## config.mk

```make
export PLATFORM = sky130hd
export DESIGN_NAME = udp_mailbox
export DESIGN_NICKNAME = d
export VERILOG_FILES = /design/src/verilog/udp_mailbox_pkg.sv /design/src/verilog/rx_frame_if.sv /design/src/verilog/rx_header_parser.sv /design/src/verilog/rx_payload_collector.sv /design/src/verilog/reply_sender.sv /design/src/verilog/udp_mailbox.sv
export VERILOG_INCLUDE_DIRS = /design/src /design/src/include
export SDC_FILE = /design/constraint.sdc
export NUM_CORES = 1
export LEC_CHECK = 0
export BUFFER_PORTS_ARGS = -buffer_cell sky130_fd_sc_hd__buf_2
export CAP_MARGIN = 20
export CORE_MARGIN = 3
export CORE_UTILIZATION = 55
export CTS_CLUSTER_DIAMETER = 30
export DETAILED_ROUTE_END_ITERATION = 8
export PLACE_DENSITY = 0.78
export SLEW_MARGIN = 0
export SYNTH_ARGS = -nofsm -noshare
export SYNTH_HDL_FRONTEND = slang
export SYNTH_SLANG_ARGS = --single-unit
```

## constraint.sdc

```tcl
create_clock -name clk50m -period 6.1 [get_ports clk50m]
set_input_delay 0.61 -clock clk50m [delete_from_list [all_inputs] [get_ports clk50m]]
set_output_delay 0.61 -clock clk50m [all_outputs]
set_load 0.005 [all_outputs]
```

## src/include/udp_mailbox_settings.svh

```systemverilog
`ifndef UDP_MAILBOX_SETTINGS_SVH
`define UDP_MAILBOX_SETTINGS_SVH

// destination port the mailbox answers on
`define UDP_MAILBOX_LISTEN_PORT 16'd2390

// receive and transmit word width
`define UDP_MAILBOX_BUFFER_BITS 80

// bytes per reply to match the width above
`define UDP_MAILBOX_BUFFER_BYTES 10

`endif

```

## src/verilog/udp_mailbox_pkg.sv

```systemverilog
`include "udp_mailbox_settings.svh"

package udp_mailbox_pkg;

    // ipv4 address as delivered by the core
    typedef logic [31:0] ip_addr_t;

    typedef logic [15:0] udp_port_t;

    // third header word with the source port on top
    typedef struct packed {
        udp_port_t src;
        udp_port_t dst;
    } port_pair_t;

    // one head word read either as address or as ports
    // depending on which word cycle it arrives in
    typedef union packed {
        ip_addr_t   ip;
        port_pair_t ports;
    } head_word_u;

    // rx and tx payload word
    typedef logic [`UDP_MAILBOX_BUFFER_BITS-1:0] mailbox_word_t;

endpackage

```

## src/verilog/rx_frame_if.sv

```systemverilog
`timescale 1ns/1ns

interface rx_frame_if;

    import udp_mailbox_pkg::*;

    ip_addr_t  peer_ip;
    udp_port_t peer_port;
    logic      accept;
    logic      done;

    modport parser (
        output peer_ip,
        output peer_port,
        output accept,
        input  done
    );

    modport collector (
        input  accept,
        output done
    );

    modport sender (
        input  peer_ip,
        input  peer_port,
        input  done
    );

endinterface

```

## src/verilog/rx_header_parser.sv

```systemverilog
`timescale 1ns/1ns
`include "udp_mailbox_settings.svh"

module rx_header_parser (
    input  logic                        clk50m,
    input  logic                        ready,
    input  logic                        head_av_i,
    input  udp_mailbox_pkg::head_word_u head_i,
    output logic                        head_rdy_o,
    rx_frame_if.parser                  frame
);

    typedef enum logic [1:0] {
        ST_IDLE,
        ST_ACK,
        ST_HEAD,
        ST_WAIT
    } state_t;

    state_t     state;
    logic [1:0] word_cnt;

    always_ff @(posedge clk50m or negedge ready) begin
        if (!ready) begin
            state        <= ST_IDLE;
            word_cnt     <= 2'd0;
            head_rdy_o   <= 1'b0;
            frame.accept <= 1'b0;
        end else begin
            head_rdy_o   <= 1'b0;
            frame.accept <= 1'b0;
            case (state)
                ST_IDLE: begin
                    if (head_av_i) begin
                        head_rdy_o <= 1'b1;
                        state      <= ST_ACK;
                    end
                end
                ST_ACK: begin
                    // core puts word 0 out next cycle
                    word_cnt <= 2'd0;
                    state    <= ST_HEAD;
                end
                ST_HEAD: begin
                    word_cnt <= word_cnt + 2'd1;
                    if (word_cnt == 2'd2) begin
                        if (head_i.ports.dst == `UDP_MAILBOX_LISTEN_PORT) begin
                            frame.accept <= 1'b1;
                            state        <= ST_WAIT;
                        end else begin
                            state <= ST_IDLE;
                        end
                    end
                end
                ST_WAIT: begin
                    // hold off the next header until the payload is in
                    if (frame.done) begin
                        state <= ST_IDLE;
                    end
                end
                default: begin
                    state <= ST_IDLE;
                end
            endcase
        end
    end

    // peer address from word 0 and the source half of a matching word 2
    always_ff @(posedge clk50m) begin
        if (state == ST_HEAD && word_cnt == 2'd0) begin
            frame.peer_ip <= head_i.ip;
        end
        if (state == ST_HEAD && word_cnt == 2'd2
                && head_i.ports.dst == `UDP_MAILBOX_LISTEN_PORT) begin
            frame.peer_port <= head_i.ports.src;
        end
    end

    a_head_rdy_pulse: assert property (
        @(posedge clk50m) disable iff (!ready)
        head_rdy_o |=> !head_rdy_o
    );

endmodule

```

## src/verilog/rx_payload_collector.sv

```systemverilog
`timescale 1ns/1ns
`include "udp_mailbox_settings.svh"

module rx_payload_collector (
    input  logic                           clk50m,
    input  logic                           ready,
    input  logic                           data_av_i,
    input  logic [7:0]                     data_i,
    output udp_mailbox_pkg::mailbox_word_t rx_data_o,
    rx_frame_if.collector                  frame
);

    import udp_mailbox_pkg::*;

    mailbox_word_t shift_q;
    logic          busy;
    logic          take_byte;

    // first byte comes in the same cycle as accept
    assign take_byte = (busy || frame.accept) && data_av_i;

    always_ff @(posedge clk50m or negedge ready) begin
        if (!ready) begin
            busy       <= 1'b0;
            frame.done <= 1'b0;
        end else begin
            frame.done <= 1'b0;
            if (frame.accept) begin
                busy <= 1'b1;
            end else if (busy && !data_av_i) begin
                busy       <= 1'b0;
                frame.done <= 1'b1;
            end
        end
    end

    // shift register persists across frames
    // short payloads leave older bytes above the new ones
    always_ff @(posedge clk50m or negedge ready) begin
        if (!ready) begin
            shift_q   <= '0;
            rx_data_o <= '0;
        end else begin
            if (take_byte) begin
                shift_q <= {shift_q[`UDP_MAILBOX_BUFFER_BITS-9:0], data_i};
            end
            if (busy && !data_av_i) begin
                rx_data_o <= shift_q;
            end
        end
    end

    // parser must be parked while the payload completes
    a_done_not_accept: assert property (
        @(posedge clk50m) disable iff (!ready)
        !(frame.done && frame.accept)
    );

endmodule

```

## src/verilog/reply_sender.sv

```systemverilog
`timescale 1ns/1ns
`include "udp_mailbox_settings.svh"

module reply_sender (
    input  logic                           clk50m,
    input  logic                           ready,
    input  udp_mailbox_pkg::mailbox_word_t tx_data_i,
    input  logic                           tx_req_rdy_i,
    output logic [7:0]                     tx_data_o,
    output logic                           tx_data_av_o,
    output logic                           tx_req_o,
    output udp_mailbox_pkg::ip_addr_t      tx_ip_o,
    output udp_mailbox_pkg::udp_port_t     tx_dst_port_o,
    rx_frame_if.sender                     frame
);

    import udp_mailbox_pkg::*;

    localparam int CNT_W = $clog2(`UDP_MAILBOX_BUFFER_BYTES + 1);
    localparam logic [CNT_W-1:0] LAST_BYTE = CNT_W'(`UDP_MAILBOX_BUFFER_BYTES);

    typedef enum logic [1:0] {
        ST_IDLE,
        ST_SEND,
        ST_REQ
    } state_t;

    state_t           state;
    logic [CNT_W-1:0] byte_cnt;
    mailbox_word_t    tx_shift;
    logic             capture;
    logic             send_next;

    // a reply arriving while busy or with the core not ready is lost
    assign capture   = (state == ST_IDLE) && frame.done && tx_req_rdy_i;
    assign send_next = (state == ST_SEND) && (byte_cnt != LAST_BYTE);

    // request goes out in the first ready cycle
    assign tx_req_o = (state == ST_REQ) && tx_req_rdy_i;

    always_ff @(posedge clk50m or negedge ready) begin
        if (!ready) begin
            state        <= ST_IDLE;
            byte_cnt     <= '0;
            tx_data_av_o <= 1'b0;
        end else begin
            case (state)
                ST_IDLE: begin
                    if (capture) begin
                        tx_data_av_o <= 1'b1;
                        byte_cnt     <= CNT_W'(1);
                        state        <= ST_SEND;
                    end
                end
                ST_SEND: begin
                    if (send_next) begin
                        byte_cnt <= byte_cnt + 1'b1;
                    end else begin
                        tx_data_av_o <= 1'b0;
                        state        <= ST_REQ;
                    end
                end
                ST_REQ: begin
                    if (tx_req_o) begin
                        state <= ST_IDLE;
                    end
                end
                default: begin
                    state <= ST_IDLE;
                end
            endcase
        end
    end

    // msb first out of the captured word
    always_ff @(posedge clk50m) begin
        if (capture) begin
            tx_data_o     <= tx_data_i[`UDP_MAILBOX_BUFFER_BITS-1 -: 8];
            tx_shift      <= {tx_data_i[`UDP_MAILBOX_BUFFER_BITS-9:0], 8'h00};
            tx_ip_o       <= frame.peer_ip;
            tx_dst_port_o <= frame.peer_port;
        end else if (send_next) begin
            tx_data_o <= tx_shift[`UDP_MAILBOX_BUFFER_BITS-1 -: 8];
            tx_shift  <= {tx_shift[`UDP_MAILBOX_BUFFER_BITS-9:0], 8'h00};
        end
    end

    a_req_when_ready: assert property (
        @(posedge clk50m) disable iff (!ready)
        tx_req_o |-> tx_req_rdy_i ##1 !tx_req_o
    );

endmodule

```

## src/verilog/udp_mailbox.sv

```systemverilog
`timescale 1ns/1ns

module udp_mailbox (
    input  logic                           clk50m,
    input  logic                           ready,
    input  logic                           head_av_i,
    input  logic [31:0]                    head_i,
    output logic                           head_rdy_o,
    input  logic                           data_av_i,
    input  logic [7:0]                     data_i,
    output udp_mailbox_pkg::mailbox_word_t rx_data_o,
    input  udp_mailbox_pkg::mailbox_word_t tx_data_i,
    input  logic                           tx_req_rdy_i,
    output logic [7:0]                     tx_data_o,
    output logic                           tx_data_av_o,
    output logic                           tx_req_o,
    output udp_mailbox_pkg::ip_addr_t      tx_ip_o,
    output udp_mailbox_pkg::udp_port_t     tx_dst_port_o
);

    rx_frame_if frame_if ();

    // header words and port filter
    rx_header_parser i_rx_header_parser (
        .clk50m     (clk50m),
        .ready      (ready),
        .head_av_i  (head_av_i),
        .head_i     (head_i),
        .head_rdy_o (head_rdy_o),
        .frame      (frame_if.parser)
    );

    rx_payload_collector i_rx_payload_collector (
        .clk50m    (clk50m),
        .ready     (ready),
        .data_av_i (data_av_i),
        .data_i    (data_i),
        .rx_data_o (rx_data_o),
        .frame     (frame_if.collector)
    );

    // reply back to the peer of the last accepted frame
    reply_sender i_reply_sender (
        .clk50m        (clk50m),
        .ready         (ready),
        .tx_data_i     (tx_data_i),
        .tx_req_rdy_i  (tx_req_rdy_i),
        .tx_data_o     (tx_data_o),
        .tx_data_av_o  (tx_data_av_o),
        .tx_req_o      (tx_req_o),
        .tx_ip_o       (tx_ip_o),
        .tx_dst_port_o (tx_dst_port_o),
        .frame         (frame_if.sender)
    );

endmodule

```

Word level (Yosys, flattened, before mapping)
Cells that the tools add are included.
{ "word_totals": {"regBits": 351, "inputBits": 125, "elab_cells": 85, "out_inout_bits": 139} }
{ "op_classes": {"n_addsub": 2, "reduce_logical": 22, "eq_ne": 15, "mux": 29} }
{ "op_table": {"columns": ["cell", "count"], "rows": [
  ["$mux W80", 2],
  ["$eq A16 B12 Y1 const B", 1],
  ["$mux W8", 2],
  ["$mux W2", 7],
  ["$reduce_and A3 Y1", 4],
  ["$mux W1", 11],
  ["$logic_and A1 B1 Y1", 9],
  ["$eq A2 B2 Y1 const B", 4],
  ["$mux W4", 2],
  ["$ne A2 B2 Y1 const B", 4],
  ["$pmux W2 S4", 1],
  ["$pmux W4 S2", 1],
  ["$reduce_bool A2 Y1", 4],
  ["$logic_not A2 Y1", 3],
  ["$ne A2 B1 Y1 const B", 3],
  ["$pmux W2 S3", 1],
  ["$add A4 B1 Y4 const B", 1],
  ["$eq A2 B1 Y1 const B", 2],
  ["$ne A4 B4 Y1 const B", 1],
  ["$pmux W2 S2", 1],
  ["$add A2 B1 Y2 const B", 1],
  ["$pmux W1 S2", 1],
  ["$logic_not A1 Y1", 1],
  ["$logic_or A1 B1 Y1", 1]
]} }

Longest topological paths before layout
Gate-level depths: netlist of run 1.
{ "depth": {"ltp_word": 5, "depth_mapped": 6, "ltp_nobuf": 6} }

Modules after synthesis
Synthesis of run 1 repeated with hierarchy kept, for this count alone.
{ "hier_totals": {"cells_unflattened": 681, "area_unflattened_um2": 13733.2} }
{ "by_module_without_submodules": {"columns": ["mod", "instances", "cells_each", "seq_area_each_um2", "area_each_um2"], "rows": [
  ["rx_payload_collector", 1, 343, 4053.9, 6454.9],
  ["reply_sender", 1, 250, 4018.9, 5444.0],
  ["rx_header_parser", 1, 88, 1591.5, 1834.3]
]} }

Worst setup path after synthesis of run 1
No wires, ideal clock.
{ "synth_path": {"path_kind": "register to register", "start": "register i_reply_sender.byte_cnt[0]", "end": "register i_reply_sender.byte_cnt[1]", "path_slack_ps": 770, "arrival_time_ps": 5247, "setup_ps": 84, "period_less_slack_ps": 5330, "stages_incl_launch_ff": 6, "n_path_buf": 0, "required_ps": 6016, "cell_sequence": "dfrtp_1 > inv_1 > ha_1 > and3b_1 > o21bai_1 > mux2_2"} }
{ "synth_between": {"elab_chain_cells": 4, "word_cells_on_any_way": 7, "cone_classes": "add/sub: 1; eq/ne: 2; mux: 2; reduce/logical: 2"} }
{ "synth_lines": {"columns": ["element", "line", "text"], "rows": [
  ["from (decl)", "reply_sender.sv:29", "logic [CNT_W-1:0] byte_cnt;"],
  ["from (signal assigned)", "reply_sender.sv:57", "byte_cnt <= byte_cnt + 1'b1;"],
  ["parallel branches: the longest is 4 deep, another holds $add A4 B1 Y4", null, null]
]} }
Several ways; the timed one is not identified. The select of a mux whose other input is x is not followed.
A chain may end at the register's enable or synchronous reset.

Final worst setup path of run 1
{ "layout_path": {"start": "register i_reply_sender.state[0]", "end": "register i_reply_sender.tx_shift[70] (data pin)"} }
{ "layout_between": {"elab_chain_cells": 4} }
{ "layout_lines": {"columns": ["element", "line", "text"], "rows": [
  ["from (decl)", "reply_sender.sv:28", "state_t state;"],
  ["from (signal assigned)", "reply_sender.sv:43", "state <= ST_IDLE;"],
  ["from (signal assigned)", "reply_sender.sv:52", "state <= ST_SEND;"],
  ["from (signal assigned)", "reply_sender.sv:60", "state <= ST_REQ;"],
  ["$logic_not A2 Y1", "reply_sender.sv:35", "assign capture = (state == ST_IDLE) && frame.done && tx_req_rdy_i;"],
  ["$logic_and A1 B1 Y1 (2 in series)", "reply_sender.sv:35", null],
  ["$mux W80", "reply_sender.sv:77", "if (capture) begin"],
  ["to (signal assigned)", "reply_sender.sv:79", "tx_shift <= {tx_data_i[`UDP_MAILBOX_BUFFER_BITS-9:0], 8'h00};"],
  ["to (signal assigned)", "reply_sender.sv:84", "tx_shift <= {tx_shift[`UDP_MAILBOX_BUFFER_BITS-9:0], 8'h00};"],
  ["to (decl)", "reply_sender.sv:30", "mailbox_word_t tx_shift;"]
]} }
No other way between the ends.

==> impl_metrics.tcl, run 1 <==
set metrics [dict create \
    worst_hold_slack_ns 0.146 \
    cp_slowest_cell "buf_4" \
    ctsHoldBuffers 0 \
    p_per_area_nw_per_um2 363 \
    slew_headroom_pct 28.3 \
    grt_usage_pct 19.4 \
    instances_no_fill 1342 \
    cts.repair.resized 0 \
    cts_root_buffer "clkbuf_16" \
    grt_max_degree 104 \
    cts_tree "built" \
    finish.instance_area_um2 16700 \
    pin_count 264 \
    worstHoldPathType "in2async" \
    setup_viol 0 \
    overflow 0 \
    die_area_um2 25700 \
    drtIter0Drc 364 \
    period_minus_slack_ns 3.05 \
    crit_path_end_kind "register" \
    final_hold_viol_count 0 \
    place.port_buffers 263 \
    gp_congestion 0.765 \
    drt_first_pass_iters 4 \
    final_nets 1116 \
    period_share_pct 50.0 \
    die_h_um 160 \
    syn_area_um2 13100 \
    antenna_found_initial 2 \
    internal_power_mw 4.84 \
    yosysSeqAreaShare_pct 73.8 \
    areaGrowthSynthToFinish_pct 27.6 \
    drc_errors 0 \
    crit_top_cell "buf_4" \
    numPlacedInstances 1238 \
    rows 55 \
    worst_slack_ns 3.05 \
    rsz0062_at_grt "false" \
    status "finished, final reports clean" \
    grt_pass1_vias 7550 \
    start_kind "register" \
    viasPerCell 5.15 \
    finalMaxSlewViolations 0 \
    drtAntennaViolNets 0 \
    dp_slack_ns 2.88 \
    tightest_slew_ns 1.08 \
    final_cell_mix "262 x buf_2, 195 x mux2_2, 176 x edfxtp_1" \
    htreeDepth 2 \
    cp_max_fo 70 \
    grt_pass1_wl_um 40000 \
    fin_worst_skew_ns 0.0218 \
    post_drt_wl_per_cell_um 18.6 \
    worstPathCellList "nor4bb_4 > buf_4 > buf_4 > mux2_2" \
    cts.sinks 351 \
    ys_warn_count 0 \
    critical-path-max-stage-delay_ns 0.87 \
    cp_data_required_time_ns 6.37 \
    initial_core_util_pct 57.0 \
    power.share.clock_pct 53.2 \
    power_switching_mw 1.21 \
    post-cts-setup-buffer-count 0 \
    max_freq_mhz 328 \
    syn_avg_cell_area_um2 19.2 \
    vias 6913 \
    clk_pin_slew_ns 0.05 \
    switching_share_pct 20.0 \
    dp_hpwl_um 15800 \
    p_leak_nw 7.84 \
    insertion_delay_ns 0.54 \
    cts_inserted_buffers 56 \
    die_x_um 160 \
    ys_types 34 \
    wl_um 25000 \
    seqPwrFrac_pct 43.5 \
    ir_drop_v 0.000308 \
    synthCells 681 \
    drive_gt1_share_pct 58.1 \
    power.share.combinational_pct 3.3 \
    core_region_area_um2 23000 \
    syn_nets 814 \
    layout_commonest_cell "buf_2" \
    final.setup.tns_ns 0 \
    synth_seq_cells 351 \
    cp.arrival_ns 3.32 \
    criticalPathCategory "reg2reg" \
    postPlaceCellArea_um2 14700 \
    clk_path_buf_depth 3 \
    max_cap_violations 0 \
]
[metal layers]
layer,global-route usage (%),share of wire (%),vias to the layer above
met5,0,0.052,-
met4,5.92,2.3,2
li1,-,-,3168
met2,32.2,49,246
met1,23.6,40,3448
met3,7.89,9.4,49
[cell usage after synthesis (all sizes together)]
master	instances	area [um2]
nand4	1	6.26
and4bb	2	25.0
a21oi	2	10.0
o21ai	4	20.0
mux2	233	2740
a211oi	1	7.51
edfxtp	176	5290
nand3b	1	7.51
a31o	1	8.76
a21o	2	15.0
nor4bb	2	20.0
a222oi	1	10.0
and3b	2	17.5
ha	8	100
and2	10	62.6
nor2b	1	6.26
dfrtp	175	4380
nand2	2	7.51
nor4	2	12.5
xor2	1	8.76
nand3	2	10.0
a31oi	2	12.5
o21bai	2	15.0
nand2b	3	18.8
or3	2	12.5
nor2	6	22.5
buf	27	215
inv	10	37.5
[sequential cells by signal (all words and copies together) (netlist names), 4 cells and up]
signal / flops
i_reply_sender.byte_cnt: 4
i_reply_sender.tx_data_o: 8
i_reply_sender.tx_dst_port_o: 16
i_reply_sender.tx_ip_o: 32
i_reply_sender.tx_shift: 72
i_rx_header_parser.frame.peer_ip: 32
i_rx_header_parser.frame.peer_port: 16
i_rx_payload_collector.rx_data_o: 80
i_rx_payload_collector.shift_q: 80
[critical path, delay by kind of cell, from the launching register on]
family,cells,cell delay [ns]
AND/OR/NAND/NOR,1,0.29
flip-flops,1,0.43
multiplexers,1,0.41
buffers and inverters,2,1.54
[cell type report]
class	count	area [um2]
Clock inverter	37	483
Multi-Input combinational cell	293	3220
Sequential cell	351	9660
Timing Repair Buffer	271	1400
Fill cell	1464	6290
Antenna cell	1	2.50
Inverter	10	37.5
Clock buffer	66	1490
Tap cell	313	392
[per-stage QoR]
| stage | total power [mW] | util (%) |
|---|---|---|
| 2_1_floorplan | 2.76 | - |
| 3_3_place_gp | 2.86 | 63.9 |
| 3_5_place_dp | 2.88 | 64.0 |
| 4_1_cts | 6.12 | 72.6 |
| 5_1_grt | 6.27 | 72.6 |
| 6_report | 6.06 | 72.6 |
[final timing paths]
path	startpoint	to	slack, ns	cells past startpoint
worst max-delay path	i_reply_sender.state[0]	i_reply_sender.tx_shift[70]	3.05	4
min in group clk50m	head_i[22]	i_rx_header_parser.frame.peer_port[6]	0.25	1
worst min-delay path	ready	i_rx_payload_collector.rx_data_o[67]	0.15	1
worst max register to register	i_reply_sender.state[0]	i_reply_sender.tx_shift[70]	3.05	4
max in group asynchronous	ready	i_rx_payload_collector.rx_data_o[26]	4.47	2
worst min register to register	i_rx_header_parser.frame.peer_port[13]	i_reply_sender.tx_dst_port_o[13]	0.42	0
[power by group through the flow]
stage	Sequential, mW	Combinational, mW	Clock, mW
after floorplan	2.67	0.0931	0
after global routing	2.64	0.226	3.41
after detailed placement	2.68	0.200	0
after global placement	2.67	0.193	0
after CTS	2.63	0.201	3.28
final	2.63	0.199	3.22
[cell families after synthesis]
group | count (synthesis) | share of synthesized area, %
flops | 351 | 73.8
fa+ha+maj | 8 | 0.765
simple gates | 36 | 1.75
xor+xnor | 1 | 0.0669
buf+inv | 37 | 1.93
mux | 233 | 20.9
compound gates | 15 | 0.755
No activity file was read; power rests on OpenSTA's default activity.
==> run 2, diff against run 1 <==
==> constraint.sdc (replaced) <==
create_clock -name clk50m -period 2.9 [get_ports clk50m]
set_input_delay 0.29 -clock clk50m [delete_from_list [all_inputs] [get_ports clk50m]]
set_output_delay 0.29 -clock clk50m [all_outputs]
set_load 0.005 [all_outputs]
==> run 2 against run 1 <==
  * Wire length grew 9.1%
  * Clock power rose by 130%
  * Combinational power grew 140%
  * Clock skew rose by 0.0061 ns
  * Final cell count increased by 4.8%
  * Flip-flop and latch count did not move
  * Register-to-register slack worse by 2.2 ns
  * Sequential share of layout area decreased by 2.5 points
  * Die area stayed put
  * Via count increased by 5.4%
  * Utilization is 3.3 points higher
  * Largest cell class unchanged
==> impl_metrics.tcl, run 2 (synthesis gave the netlist of run 1 again) <==
set metrics [dict create \
    vias 7289 \
    final_cell_mix "262 x buf_2, 195 x mux2_2, 176 x edfxtp_1" \
    busiest_layer "met2" \
    viasPerCell 5.18 \
    status "finished, final reports clean" \
    grt_pass1_vias 8094 \
    rows 55 \
    met1_usage_pct 25.1 \
    setup_viol 0 \
    areaGrowthSynthToFinish_pct 33.4 \
    cp_slowest_cell "buf_12" \
    grt_use_met3_pct 7.03 \
    clk_path_buf_depth 3 \
    cp.arrival_ns 2.35 \
    fin_worst_skew_ns 0.0278 \
    grtUsageMet2_pct 36.1 \
    ir_drop_v 0.000719 \
    layout_commonest_cell "buf_2" \
    post-cts-setup-buffer-count 0 \
    place.port_buffers 263 \
    power_mw 13.5 \
    cts_tree "built" \
    cts_root_buffer "clkbuf_16" \
    final_nets 1174 \
    final.setup.tns_ns 0 \
    cts.sinks 351 \
    criticalPathCategory "reg2reg" \
    die_h_um 160 \
    hold_path_depth 2 \
    worstPathCellList "nor4bb_4 > buf_12 > mux2_2" \
    antenna_found_initial 5 \
    max_freq_mhz 477 \
    cts_inserted_buffers 66 \
    grt_pass1_wl_um 43000 \
    crit_path_end_kind "register" \
    core_region_area_um2 23000 \
    insertion_delay_ns 0.53 \
    finalMaxSlewViolations 0 \
    wl_um 27200 \
    drt_first_pass_iters 5 \
    cp_max_fo 100 \
    reg_top3 "i_rx_payload_collector.rx_data_o: 80 flops, i_rx_payload_collector.shift_q: 80 flops, i_reply_sender.tx_shift: 72 flops" \
    grt_max_degree 101 \
    clk_pin_slew_ns 0.06 \
    drive_gt1_share_pct 56.6 \
    period_share_pct 72.3 \
    cp_data_required_time_ns 3.15 \
    worstHoldPathType "in2reg" \
    max_cap_violations 0 \
    p_per_area_nw_per_um2 773 \
    tightest_slew_ns 0.729 \
    drtIter0Drc 348 \
    p_leak_nw 8.20 \
    final_hold_viol_count 0 \
    pin_count 264 \
    overflow 0 \
    grt_usage_pct 21.4 \
    post_drt_wl_per_cell_um 19.4 \
    die_area_um2 25700 \
    die_x_um 160 \
    start_kind "register" \
    critical-path-max-stage-delay_ns 0.48 \
    slew_headroom_pct 51.2 \
    initial_core_util_pct 57.0 \
    dp_hpwl_um 16100 \
    drtAntennaViolNets 0 \
    gp_congestion 0.771 \
    htreeDepth 3 \
    rsz0062_at_grt "false" \
    r2r_slack_ns 0.80 \
    rr_worst_depth 3 \
    drc_errors 0 \
    period_minus_slack_ns 2.10 \
]
-- run 2: where the power goes --
group	internal [mW]	switching [mW]	total [mW]	leakage (nW)
clock network	4.99	2.46	7.45	1.09
logic	0.184	0.300	0.485	3.04
registers	5.48	0.0675	5.55	4.07
-- run 2: final timing paths --
kind	endpoint	startpoint
max in group asynchronous	i_rx_payload_collector.rx_data_o[28]	ready
worst min register to register	i_reply_sender.tx_ip_o[11]	i_rx_header_parser.frame.peer_ip[11]
worst max register to register	i_reply_sender.tx_shift[53]	i_reply_sender.state[0]
min in group asynchronous	i_rx_payload_collector.rx_data_o[76]	ready
worst max-delay path	i_reply_sender.tx_shift[53]	i_reply_sender.state[0]
worst min-delay path	i_rx_header_parser.head_rdy_o	head_av_i
-- run 2: worst max-delay path: cells and delay by family, from the launching register on --
| family | cells | cell delay, ns |
|---|---|---|
| buffers and inverters | 1 | 0.48 |
| multiplexers | 1 | 0.40 |
| AND/OR/NAND/NOR | 1 | 0.42 |
| flip-flops | 1 | 0.43 |
-- run 2: metrics by stage --
stage          worst slack [ns]  hold slack, ns  util (%)  instance area (um2)  std cells
5_1_grt                   0.694          0.0141      76.0                17500       1407
3_3_place_gp              0.866           0.377      64.6                14800       1245
6_report                  0.805          0.0261      76.0                17500       1407
4_1_cts                   0.811         0.00273      75.9                17500       1404
3_5_place_dp              0.822           0.373      64.6                14800       1245
2_1_floorplan             0.255        -0.00559         -                13100        681
-- run 2: area by class of cell --
type	count	area, um2
Sequential cell	351	9660
Fill cell	1344	5530
Multi-Input combinational cell	293	3230
Timing Repair Buffer	319	1920
Clock buffer	77	1770
Clock inverter	41	438
Tap cell	313	392
Inverter	10	37.5
Antenna cell	3	7.51
-- run 2: timing repair --
action | 4_1_cts | 5_1_grt
resized for setup | 0 | 0
endpoints found under the hold margin | 130 | 0
hold buffers | 41 | 0
-- run 2: routing by layer --
layer / vias to the layer above / share of wire (%)
met5: - / 0.099
met4: 4 / 3.4
met3: 73 / 7.4
met2: 272 / 51
met1: 3650 / 38
li1: 3290 / -
